===== config.mk =====
export PLATFORM = sky130hd
export DESIGN_NAME = masked_bf_top
export DESIGN_NICKNAME = d
export VERILOG_FILES = /design/src/design/ntt_masked_pkg.sv /design/src/design/mask_rng.sv /design/src/design/masked_add_sub.sv /design/src/design/masked_bf_top.sv /design/src/design/masked_gs_butterfly.sv /design/src/design/masked_mult.sv /design/src/design/share_delay.sv
export VERILOG_INCLUDE_DIRS = /design/src /design/src/design
export SDC_FILE = /design/constraint.sdc
export NUM_CORES = 2
export LEC_CHECK = 0
export ABC_AREA = 0
export BUFFER_PORTS_ARGS = -buffer_cell sky130_fd_sc_hd__buf_4
export CORE_ASPECT_RATIO = 0.7
export CORE_MARGIN = 2
export CORE_UTILIZATION = 40
export DETAILED_ROUTE_END_ITERATION = 8
export GPL_ROUTABILITY_DRIVEN = 1
export PLACE_DENSITY_LB_ADDON = 0.05
export SETUP_SLACK_MARGIN = 0.15
export SYNTH_ARGS = -nofsm -noshare
export SYNTH_HDL_FRONTEND = slang
export SYNTH_HIERARCHICAL = 1
export SYNTH_SLANG_ARGS = --single-unit

===== constraint.sdc =====
create_clock -name clk -period 14.99 [get_ports clk]
set_input_delay 2.998 -clock clk [delete_from_list [all_inputs] [get_ports clk]]
set_output_delay 2.998 -clock clk [all_outputs]
set_load 0.01 [all_outputs]

===== src/design/ntt_macros.svh =====
// Modulus, share width and pipeline latencies
// for the masked inverse NTT butterfly

`ifndef NTT_MACROS_SVH
`define NTT_MACROS_SVH

// ML-KEM prime
`define NTT_Q 12'd3329

// Bits per arithmetic share, every share held below NTT_Q
`define NTT_WIDTH 12

// Cycles through masked_add_sub
`define ADD_SUB_LATENCY 2

// Cycles through masked_mult
`define MULT_LATENCY 3

`endif


===== src/design/ntt_masked_pkg.sv =====
// Types shared by the masked butterfly blocks
// plus the share-wise modular add and subtract helpers
`default_nettype none

`include "ntt_macros.svh"

package ntt_masked_pkg;

    // Two arithmetic shares, true value is (share0 + share1) mod q
    typedef struct packed {
        logic [`NTT_WIDTH-1:0] share0;
        logic [`NTT_WIDTH-1:0] share1;
    } masked_coeff_t;

    typedef struct packed {
        masked_coeff_t u;
        masked_coeff_t v;
        masked_coeff_t w;
    } bf_operands_t;

    typedef struct packed {
        masked_coeff_t u;
        masked_coeff_t v;
    } bf_result_t;

    // Fresh words, each already below q
    typedef struct packed {
        logic [`NTT_WIDTH-1:0] rnd0;
        logic [`NTT_WIDTH-1:0] rnd1;
        logic [`NTT_WIDTH-1:0] rnd2;
        logic [`NTT_WIDTH-1:0] rnd3;
        logic [`NTT_WIDTH-1:0] rnd4;
    } mask_rnd_t;

    typedef enum logic {
        gs_mode  = 1'b0,
        pwm_mode = 1'b1
    } bf_mode_t;

    // Both operands below q
    function automatic logic [`NTT_WIDTH-1:0] mod_add(input logic [`NTT_WIDTH-1:0] a,
                                                      input logic [`NTT_WIDTH-1:0] b);
        logic [`NTT_WIDTH:0] sum;
        sum = {1'b0, a} + {1'b0, b};
        if (sum >= {1'b0, `NTT_Q}) begin
            sum = sum - {1'b0, `NTT_Q};
        end
        return sum[`NTT_WIDTH-1:0];
    endfunction

    // a + q - b never goes negative and stays below 2q
    function automatic logic [`NTT_WIDTH-1:0] mod_sub(input logic [`NTT_WIDTH-1:0] a,
                                                      input logic [`NTT_WIDTH-1:0] b);
        logic [`NTT_WIDTH:0] diff;
        diff = {1'b0, a} + {1'b0, `NTT_Q} - {1'b0, b};
        if (diff >= {1'b0, `NTT_Q}) begin
            diff = diff - {1'b0, `NTT_Q};
        end
        return diff[`NTT_WIDTH-1:0];
    endfunction

endpackage

`default_nettype wire


===== src/design/mask_rng.sv =====
// Five 16-bit Fibonacci LFSRs, each folded to a word below q
`default_nettype none

`include "ntt_macros.svh"

module mask_rng (
    input  wire                       clk,
    input  wire                       reset_n,
    output ntt_masked_pkg::mask_rnd_t rnd_o
);

    localparam logic [4:0][15:0] SEEDS = {
        16'h9e37, 16'h4a1d, 16'hc3b5, 16'h2f68, 16'h71d2
    };

    logic [4:0][15:0]            lfsr_q;
    logic [4:0]                  feedback;
    logic [4:0][`NTT_WIDTH-1:0]  folded;
    logic [4:0][`NTT_WIDTH-1:0]  word;

    // x^16 + x^14 + x^13 + x^11 + 1
    always_comb begin
        for (int i = 0; i < 5; i++) begin
            feedback[i] = lfsr_q[i][15] ^ lfsr_q[i][13] ^ lfsr_q[i][12] ^ lfsr_q[i][10];
        end
    end

    always_ff @(posedge clk or negedge reset_n) begin
        if (!reset_n) begin
            lfsr_q <= SEEDS;
        end else begin
            for (int i = 0; i < 5; i++) begin
                lfsr_q[i] <= {lfsr_q[i][14:0], feedback[i]};
            end
        end
    end

    // Top nibble folded in, then one conditional subtract
    always_comb begin
        for (int i = 0; i < 5; i++) begin
            folded[i] = lfsr_q[i][`NTT_WIDTH-1:0] ^ {8'h00, lfsr_q[i][15:12]};
            if (folded[i] >= `NTT_Q) begin
                word[i] = folded[i] - `NTT_Q;
            end else begin
                word[i] = folded[i];
            end
        end
    end

    assign rnd_o.rnd0 = word[0];
    assign rnd_o.rnd1 = word[1];
    assign rnd_o.rnd2 = word[2];
    assign rnd_o.rnd3 = word[3];
    assign rnd_o.rnd4 = word[4];

endmodule

`default_nettype wire


===== src/design/masked_add_sub.sv =====
// Two-stage masked modular adder/subtractor
// Stage 1 combines shares, stage 2 refreshes the mask
`default_nettype none

`include "ntt_macros.svh"

module masked_add_sub (
    input  wire                           clk,
    input  wire                           reset_n,
    input  wire                           zeroize_i,
    input  wire                           sub_i,
    input  wire ntt_masked_pkg::masked_coeff_t a_i,
    input  wire ntt_masked_pkg::masked_coeff_t b_i,
    input  wire [`NTT_WIDTH-1:0]          rnd_a_i,
    input  wire [`NTT_WIDTH-1:0]          rnd_b_i,
    output ntt_masked_pkg::masked_coeff_t res_o
);

    logic [`NTT_WIDTH-1:0] comb0, comb1;
    ntt_masked_pkg::masked_coeff_t stage1_d, stage1_q;
    ntt_masked_pkg::masked_coeff_t stage2_d, stage2_q;

    // Share by share, so the true value never appears
    always_comb begin
        if (sub_i) begin
            comb0 = ntt_masked_pkg::mod_sub(a_i.share0, b_i.share0);
            comb1 = ntt_masked_pkg::mod_sub(a_i.share1, b_i.share1);
        end else begin
            comb0 = ntt_masked_pkg::mod_add(a_i.share0, b_i.share0);
            comb1 = ntt_masked_pkg::mod_add(a_i.share1, b_i.share1);
        end
    end

    // rnd_b moves between shares before the first register
    assign stage1_d.share0 = ntt_masked_pkg::mod_add(comb0, rnd_b_i);
    assign stage1_d.share1 = ntt_masked_pkg::mod_sub(comb1, rnd_b_i);

    // Refresh with rnd_a
    assign stage2_d.share0 = ntt_masked_pkg::mod_add(stage1_q.share0, rnd_a_i);
    assign stage2_d.share1 = ntt_masked_pkg::mod_sub(stage1_q.share1, rnd_a_i);

    always_ff @(posedge clk or negedge reset_n) begin
        if (!reset_n) begin
            stage1_q <= '0;
            stage2_q <= '0;
        end else if (zeroize_i) begin
            stage1_q <= '0;
            stage2_q <= '0;
        end else begin
            stage1_q <= stage1_d;
            stage2_q <= stage2_d;
        end
    end

    assign res_o = stage2_q;

endmodule

`default_nettype wire


===== src/design/masked_bf_top.sv =====
// Top level, masked butterfly fed by the mask generator
`default_nettype none

module masked_bf_top (
    input  wire                               clk,
    input  wire                               reset_n,
    input  wire                               zeroize_i,
    input  wire ntt_masked_pkg::bf_operands_t ops_i,
    input  wire ntt_masked_pkg::bf_mode_t     mode_i,
    input  wire                               accumulate_i,
    output ntt_masked_pkg::bf_result_t        result_o
);

    // Fresh every cycle, no handshake
    ntt_masked_pkg::mask_rnd_t rnd;

    mask_rng rng_i (
        .clk     (clk),
        .reset_n (reset_n),
        .rnd_o   (rnd)
    );

    masked_gs_butterfly bf_i (
        .clk          (clk),
        .reset_n      (reset_n),
        .zeroize_i    (zeroize_i),
        .ops_i        (ops_i),
        .rnd_i        (rnd),
        .mode_i       (mode_i),
        .accumulate_i (accumulate_i),
        .result_o     (result_o)
    );

endmodule

`default_nettype wire


===== src/design/masked_gs_butterfly.sv =====
// Masked Gentleman-Sande butterfly with point-wise multiply mode
// GS: u+v and (u-v)*w in 6 cycles; pwm: u*v in 3, u*v+w in 6
`default_nettype none

`include "ntt_macros.svh"

module masked_gs_butterfly (
    input  wire                                clk,
    input  wire                                reset_n,
    input  wire                                zeroize_i,
    input  wire ntt_masked_pkg::bf_operands_t  ops_i,
    input  wire ntt_masked_pkg::mask_rnd_t     rnd_i,
    input  wire ntt_masked_pkg::bf_mode_t      mode_i,
    input  wire                                accumulate_i,
    output ntt_masked_pkg::bf_result_t         result_o
);

    logic is_pwm;
    logic acc_sel;

    ntt_masked_pkg::masked_coeff_t add_a, add_b, add_res, add_res_dly;
    ntt_masked_pkg::masked_coeff_t sub_res, w_dly;
    ntt_masked_pkg::masked_coeff_t mul_a, mul_b, mul_res, mul_res_q;
    ntt_masked_pkg::masked_coeff_t u_out_q, v_out_q;

    assign is_pwm  = (mode_i == ntt_masked_pkg::pwm_mode);
    assign acc_sel = is_pwm & accumulate_i;

    // Accumulate reuses the adder: registered product plus the late w
    assign add_a = acc_sel ? mul_res_q : ops_i.u;
    assign add_b = acc_sel ? ops_i.w : ops_i.v;

    masked_add_sub add_i (
        .clk       (clk),
        .reset_n   (reset_n),
        .zeroize_i (zeroize_i),
        .sub_i     (1'b0),
        .a_i       (add_a),
        .b_i       (add_b),
        .rnd_a_i   (rnd_i.rnd0),
        .rnd_b_i   (rnd_i.rnd1),
        .res_o     (add_res)
    );

    // Other word order than the adder
    masked_add_sub sub_i (
        .clk       (clk),
        .reset_n   (reset_n),
        .zeroize_i (zeroize_i),
        .sub_i     (1'b1),
        .a_i       (ops_i.u),
        .b_i       (ops_i.v),
        .rnd_a_i   (rnd_i.rnd1),
        .rnd_b_i   (rnd_i.rnd2),
        .res_o     (sub_res)
    );

    // w waits for u-v
    share_delay #(
        .payload_t (ntt_masked_pkg::masked_coeff_t),
        .DEPTH     (`ADD_SUB_LATENCY)
    ) w_dly_i (
        .clk       (clk),
        .reset_n   (reset_n),
        .zeroize_i (zeroize_i),
        .d_i       (ops_i.w),
        .q_o       (w_dly)
    );

    assign mul_a = is_pwm ? ops_i.u : sub_res;
    assign mul_b = is_pwm ? ops_i.v : w_dly;

    masked_mult mult_i (
        .clk       (clk),
        .reset_n   (reset_n),
        .zeroize_i (zeroize_i),
        .a_i       (mul_a),
        .b_i       (mul_b),
        .rnd_i     ({rnd_i.rnd4, rnd_i.rnd3, rnd_i.rnd2}),
        .res_o     (mul_res)
    );

    // u+v waits for the multiplier
    share_delay #(
        .payload_t (ntt_masked_pkg::masked_coeff_t),
        .DEPTH     (`MULT_LATENCY)
    ) add_dly_i (
        .clk       (clk),
        .reset_n   (reset_n),
        .zeroize_i (zeroize_i),
        .d_i       (add_res),
        .q_o       (add_res_dly)
    );

    always_ff @(posedge clk or negedge reset_n) begin
        if (!reset_n) begin
            mul_res_q <= '0;
            u_out_q   <= '0;
            v_out_q   <= '0;
        end else if (zeroize_i) begin
            mul_res_q <= '0;
            u_out_q   <= '0;
            v_out_q   <= '0;
        end else begin
            mul_res_q <= mul_res;
            u_out_q   <= add_res_dly;
            v_out_q   <= mul_res;
        end
    end

    // pwm results bypass the output register
    always_comb begin
        if (is_pwm) begin
            result_o.u = accumulate_i ? add_res : mul_res;
            result_o.v = '0;
        end else begin
            result_o.u = u_out_q;
            result_o.v = v_out_q;
        end
    end

endmodule

`default_nettype wire


===== src/design/masked_mult.sv =====
// Three-stage masked modular multiplier
// Cross products, Barrett reduction, refreshed recombination
`default_nettype none

`include "ntt_macros.svh"

module masked_mult (
    input  wire                                clk,
    input  wire                                reset_n,
    input  wire                                zeroize_i,
    input  wire ntt_masked_pkg::masked_coeff_t a_i,
    input  wire ntt_masked_pkg::masked_coeff_t b_i,
    input  wire [2:0][`NTT_WIDTH-1:0]          rnd_i,
    output ntt_masked_pkg::masked_coeff_t      res_o
);

    localparam int W = `NTT_WIDTH;
    // floor(2^24 / 3329)
    localparam logic [12:0] BARRETT_M = 13'd5039;

    logic [2*W-1:0] p00_q, p01_q, p10_q, p11_q;
    logic [W-1:0]   t00_q, t01_q, t10_q, t11_q;
    ntt_masked_pkg::masked_coeff_t res_q;

    // Estimate is low by at most one q, so one correction step
    function automatic logic [W-1:0] reduce_prod(input logic [2*W-1:0] x);
        logic [2*W+12:0] scaled;
        logic [12:0]     qhat;
        logic [2*W-1:0]  qmul;
        logic [2*W-1:0]  diff;
        logic [W:0]      rem;
        scaled = x * BARRETT_M;
        qhat = scaled[2*W+12:2*W];
        qmul = qhat * `NTT_Q;
        diff = x - qmul;
        rem = diff[W:0];
        if (rem >= {1'b0, `NTT_Q}) begin
            rem = rem - {1'b0, `NTT_Q};
        end
        return rem[W-1:0];
    endfunction

    always_ff @(posedge clk or negedge reset_n) begin
        if (!reset_n) begin
            p00_q <= '0;
            p01_q <= '0;
            p10_q <= '0;
            p11_q <= '0;
            t00_q <= '0;
            t01_q <= '0;
            t10_q <= '0;
            t11_q <= '0;
            res_q <= '0;
        end else if (zeroize_i) begin
            p00_q <= '0;
            p01_q <= '0;
            p10_q <= '0;
            p11_q <= '0;
            t00_q <= '0;
            t01_q <= '0;
            t10_q <= '0;
            t11_q <= '0;
            res_q <= '0;
        end else begin
            // Stage 1
            p00_q <= a_i.share0 * b_i.share0;
            p01_q <= a_i.share0 * b_i.share1;
            p10_q <= a_i.share1 * b_i.share0;
            p11_q <= a_i.share1 * b_i.share1;
            // Stage 2, cross terms masked with rnd 0, diagonal with rnd 1
            t00_q <= ntt_masked_pkg::mod_add(reduce_prod(p00_q), rnd_i[1]);
            t11_q <= ntt_masked_pkg::mod_sub(reduce_prod(p11_q), rnd_i[1]);
            t01_q <= ntt_masked_pkg::mod_add(reduce_prod(p01_q), rnd_i[0]);
            t10_q <= ntt_masked_pkg::mod_sub(reduce_prod(p10_q), rnd_i[0]);
            // Stage 3
            res_q.share0 <= ntt_masked_pkg::mod_add(
                ntt_masked_pkg::mod_add(t00_q, t01_q), rnd_i[2]);
            res_q.share1 <= ntt_masked_pkg::mod_sub(
                ntt_masked_pkg::mod_add(t11_q, t10_q), rnd_i[2]);
        end
    end

    assign res_o = res_q;

endmodule

`default_nettype wire


===== src/design/share_delay.sv =====
// Zeroizable shift register for any packed payload
`default_nettype none

module share_delay #(
    parameter type payload_t = logic [7:0],
    parameter int  DEPTH     = 2
) (
    input  wire           clk,
    input  wire           reset_n,
    input  wire           zeroize_i,
    input  wire payload_t d_i,
    output payload_t      q_o
);

    payload_t dly_q [DEPTH];

    always_ff @(posedge clk or negedge reset_n) begin
        if (!reset_n) begin
            for (int i = 0; i < DEPTH; i++) begin
                dly_q[i] <= '0;
            end
        end else if (zeroize_i) begin
            for (int i = 0; i < DEPTH; i++) begin
                dly_q[i] <= '0;
            end
        end else begin
            dly_q[0] <= d_i;
            for (int i = 1; i < DEPTH; i++) begin
                dly_q[i] <= dly_q[i-1];
            end
        end
    end

    // Oldest entry
    assign q_o = dly_q[DEPTH-1];

endmodule

`default_nettype wire


==> results.md <==
- In the final layout, the share of cells above drive strength 1 is 5.72%.
- The end of the worst register-to-register path is bf_i/mult_i/t01_q[2]$_DFF_PN0_.
- Dividing the final minimum period by the clock period gives about nine tenths.
- In the final timing run, aggregate negative setup slack is 0 ns.
- In the post-synthesis netlist, the biggest area contributors are sky130_fd_sc_hd__fa_1 22%, sky130_fd_sc_hd__ha_1 19%, sky130_fd_sc_hd__dfrtp_1 14%.
- In the global route stage, overall resource usage came out at 24.1%.
- In this run the critical register-to-register path is launched from bf_i/mult_i/p01_q[8]$_DFF_PN0_.
- The yosys synthesis warning count is 6.
- The flip-flop count of the largest register after layout is 80.
- STA classifies the critical path startpoint as a flop.
- The number of buffers inserted for hold repair after clock tree synthesis is 0.
- The final setup violation count is 0.
- The register containing the most flip-flops in the final layout is rng_i/lfsr_q.
- Post-CTS repair changed the size of 0 cells.
- The end of the worst hold path is rng_i/lfsr_q[47]$_DFF_PN1_.
- The pin count of the biggest net entering global routing is 162.
- Summing over every cut layer, the via total after detailed routing is around 66000.
- The synthesized flop and latch total is 512.
- For this run, the register share of the synthesized area comes to 14.8%.
- The largest registers in the layout are rng_i/lfsr_q (80), bf_i/add_dly_i/dly_q (48).
- The number of nets in the layout is 11900.
- In this run the worst hold path is classified as flop to flop.
- The flop-to-flop setup slack is 1.46 ns.
- The chip width is 560 um.
- In the layout the commonest cells are 1578 x sky130_fd_sc_hd__inv_1, 1345 x sky130_fd_sc_hd__ha_1, 954 x sky130_fd_sc_hd__fa_1, 702 x sky130_fd_sc_hd__nand2_1, 599 x sky130_fd_sc_hd__nor2_1.
- The I/O pin count is 125.
- Port buffering added 124 buffers.
- The final HPWL from detailed placement is 222000 um.
- The top cell type's share of synthesized area is 22.0%.
- After floorplanning, the core was divided into between 100 and 150 placement rows.
- The root buffer cell chosen for the clock tree is sky130_fd_sc_hd__clkbuf_16.
- The first detailed-routing pass took 5 iterations.
- The worst hold path startpoint is rng_i/lfsr_q[46]$_DFF_PN1_.
- The die outline area is 0.220 mm^2.
- Among the stages of the critical path, the cell type that occurs most often is sky130_fd_sc_hd__fa_1.
- For this design, the slowest cell found on the critical path is sky130_fd_sc_hd__a2111oi_1.
- Counting distinct cell types in the post-synthesis netlist gives 115.
- The area of all placed cells without fillers is 0.0924 mm^2.
- Summed over all layers, the routed wires come to 267000 um.
- The arrival time reported for the critical path endpoint is 14.10 ns.
- The sink count of the clock tree is a little over 500.
- Synthesis handed over a netlist of 9552 instances.
- From synthesis to final layout, the design area changed by 6.69%.
- The via count of the first global-routing pass is 65900.
- After clock tree synthesis, the clock-pin slew on the worst setup and hold paths is 0.07 ns.
- The leading area contributor after synthesis is sky130_fd_sc_hd__fa_1.
- The most used flip-flop cell after synthesis is sky130_fd_sc_hd__dfrtp_1.
- The kind of end point of the critical path is a flop.
- The number of synthesized flops with an enable pin is 0.
- The H-tree was split into 2 levels.
- The first global-routing pass estimated 409000 um of wire.
- Across the run, the number of max-cap violations was 0.
- The clock passes through at most 3 buffers.
- The post-placement cell area is 0.0903 mm^2.
- The minimum clock period after layout is around 14 ns.
- The count of cells along the worst register-to-register path is 47.
- The initial standard-cell utilization of the core is between 40% and 50%.
- On the worst path, the slowest cell contributes a delay of 0.72 ns.
- The number of stages on the worst hold path is 0.
- The total congestion overflow after global routing is 0.
- The final-report hold violation count was 0.
- Setup repair after global routing left no endpoint under its margin.
- The critical path is of the flop to flop type.
- The worst slack after detailed placement is between 1 and 1.5 ns.
- In the final routed layout, each cell accounts on average for around 21 um.
- Leaving out fill and tap cells, the most frequent cell in the layout is sky130_fd_sc_hd__inv_1.
- The detail-routed via count per cell is 5.28.
- The worst path required time is 15.56 ns.
- The remaining antenna violation count is 0.
- The die extent in y is between 300 and 400 um.
- The worst setup skew after layout is about 0.083 ns.
- The number of antenna violations at the first check in global routing is 26.
- The post-synth design cell area is 0.0867 mm^2.
- The post-synthesis average cell area is 9.07 um^2.
- The clock reaches the later pin of the worst-skew pair after 0.76 ns.
- The share of async-settable or async-resettable flops after synthesis is 100%.
- At the end of routability-driven placement, the weighted congestion stood at 0.914.
- Post-CTS timing repair inserted 0 buffers for setup.
- The final number of max-transition violations is 0.
- The maximum net fanout on the critical path is 16.
- The core region is 0.215 mm^2.
- The tightest slew margin relative to the limit is between 10% and 20%.
- The run finished with clean final reports.
- The transition time of the tightest slew-check pin is 1.26 ns.
- The post-layout worst setup margin is 1.46 ns.
- The detailed router finished its first iteration with 4710 violations.
- The clock tree from TritonCTS is yes.
- The top achievable clock speed is 0.0739 GHz.
- In the routed design, unresolved DRC markers number 0.
- Counting the buffers created by CTS gives between 50 and 60.
## synthesized netlist by cell type, types with 15 or more instances
cell                        count
sky130_fd_sc_hd__o31ai_1       45
sky130_fd_sc_hd__nand2_1      703
sky130_fd_sc_hd__fa_1         954
sky130_fd_sc_hd__and2_1       194
sky130_fd_sc_hd__a211o_1       33
sky130_fd_sc_hd__a211oi_1      80
sky130_fd_sc_hd__xnor2_1      393
sky130_fd_sc_hd__mux2_2        86
sky130_fd_sc_hd__a21boi_0      22
sky130_fd_sc_hd__o31a_1        19
sky130_fd_sc_hd__mux2_4        21
sky130_fd_sc_hd__a21o_1        97
sky130_fd_sc_hd__nor4b_1       15
sky130_fd_sc_hd__ha_1        1345
sky130_fd_sc_hd__clkbuf_1     165
sky130_fd_sc_hd__o21ai_1       56
sky130_fd_sc_hd__nor4_1        33
sky130_fd_sc_hd__inv_1       1578
sky130_fd_sc_hd__nand2b_1      71
sky130_fd_sc_hd__nor3b_1       36
sky130_fd_sc_hd__nor2_1       599
sky130_fd_sc_hd__o21a_1        86
sky130_fd_sc_hd__or2_2         49
sky130_fd_sc_hd__o21bai_1      69
sky130_fd_sc_hd__dfstp_2       42
sky130_fd_sc_hd__xor2_1       223
sky130_fd_sc_hd__dfrtp_1      470
sky130_fd_sc_hd__nand3_1      147
sky130_fd_sc_hd__mux2i_1       94
sky130_fd_sc_hd__buf_6         17
sky130_fd_sc_hd__o211ai_1      48
sky130_fd_sc_hd__nor3_1       181
sky130_fd_sc_hd__a21boi_1      22
sky130_fd_sc_hd__nand4_1       57
sky130_fd_sc_hd__a21oi_1      383
sky130_fd_sc_hd__or4_1         15
sky130_fd_sc_hd__a31oi_1       43
sky130_fd_sc_hd__or3_1         72
sky130_fd_sc_hd__buf_4         49
sky130_fd_sc_hd__nor2b_1      272
sky130_fd_sc_hd__buf_2         26
sky130_fd_sc_hd__nand3b_1      17
sky130_fd_sc_hd__o21ai_0      247
sky130_fd_sc_hd__a2111oi_0     18
sky130_fd_sc_hd__and3_1        70
## per-stage QoR
step | utilization (%) | cells | hold slack (ns)
after floorplan | - | 9560 | 0.353
after global placement | 42.1 | 12400 | 0.363
after detailed placement | 42.1 | 12400 | 0.367
after CTS | 43.1 | 12500 | 0.374
after global routing | 43.1 | 12500 | 0.377
final | 43.1 | 12500 | 0.373
## how the worst max path moves through the flow
stage	start	to	slack, ns
after floorplan	bf_i/mult_i/p10_q[7]$_DFF_PN0_	bf_i/mult_i/t10_q[6]$_DFF_PN0_	2.90
after global placement	bf_i/mult_i/p10_q[11]$_DFF_PN0_	bf_i/mult_i/t10_q[3]$_DFF_PN0_	1.65
after detailed placement	bf_i/mult_i/p10_q[9]$_DFF_PN0_	bf_i/mult_i/t10_q[3]$_DFF_PN0_	1.45
after CTS	bf_i/mult_i/p10_q[9]$_DFF_PN0_	bf_i/mult_i/t10_q[6]$_DFF_PN0_	1.40
after global routing	bf_i/mult_i/p10_q[9]$_DFF_PN0_	bf_i/mult_i/t10_q[6]$_DFF_PN0_	0.32
final	bf_i/mult_i/p01_q[8]$_DFF_PN0_	bf_i/mult_i/t01_q[2]$_DFF_PN0_	1.46
## critical path: cells and delay by family, from the launching register on
kind                       cells  cell delay [ns]
adders and majority gates     12             4.85
AOI/OAI and AO/OA             15             4.68
xor gates and xnor gates       7             1.81
buffers and inverters          8             0.73
and+or+nand+nor                5             0.63
DFF                            1             0.62
## cell type report
cell class,instances,area (um^2)
Clock buffer,69,1560
Multi-Input combinational cell,7209,66600
Sequential cell,512,12900
Antenna cell,5,12.5
Inverter,1580,5930
Clock inverter,37,549
Fill cell,21300,122000
Tap cell,2880,3600
Timing Repair Buffer,173,1340
## cell families (layout without fill, tap and decap cells)
| group | Yosys count | after routing | share of synthesized area (%) |
|---|---|---|---|
| XOR/XNOR | 622 | 622 | 6.38 |
| flip-flops | 512 | 512 | 14.8 |
| AND/OR/NAND/NOR | 2595 | 2595 | 14.9 |
| adder cells (fa/ha/maj) | 2299 | 2299 | 41.5 |
| multiplexers | 202 | 202 | 2.58 |
| other | 2 | 15 | 0.00867 |
| buffers and inverters | 1839 | 1859 | 8.36 |
| AO/OA/AOI/OAI | 1481 | 1481 | 11.5 |
## metal layers
metal / track usage [%] / wire length [um] / vias to the layer above
met3: 3.40 / 14900 / 181
met4: 4.38 / 5050 / 2
li1: - / - / 31500
met5: 0 / 13 / -
met1: 38.8 / 141000 / 32800
met2: 33.8 / 106000 / 1422
Power is left out: the tool's default activity adds up to more than one toggle a clock period on the data nets, which glitch-free logic cannot reach.
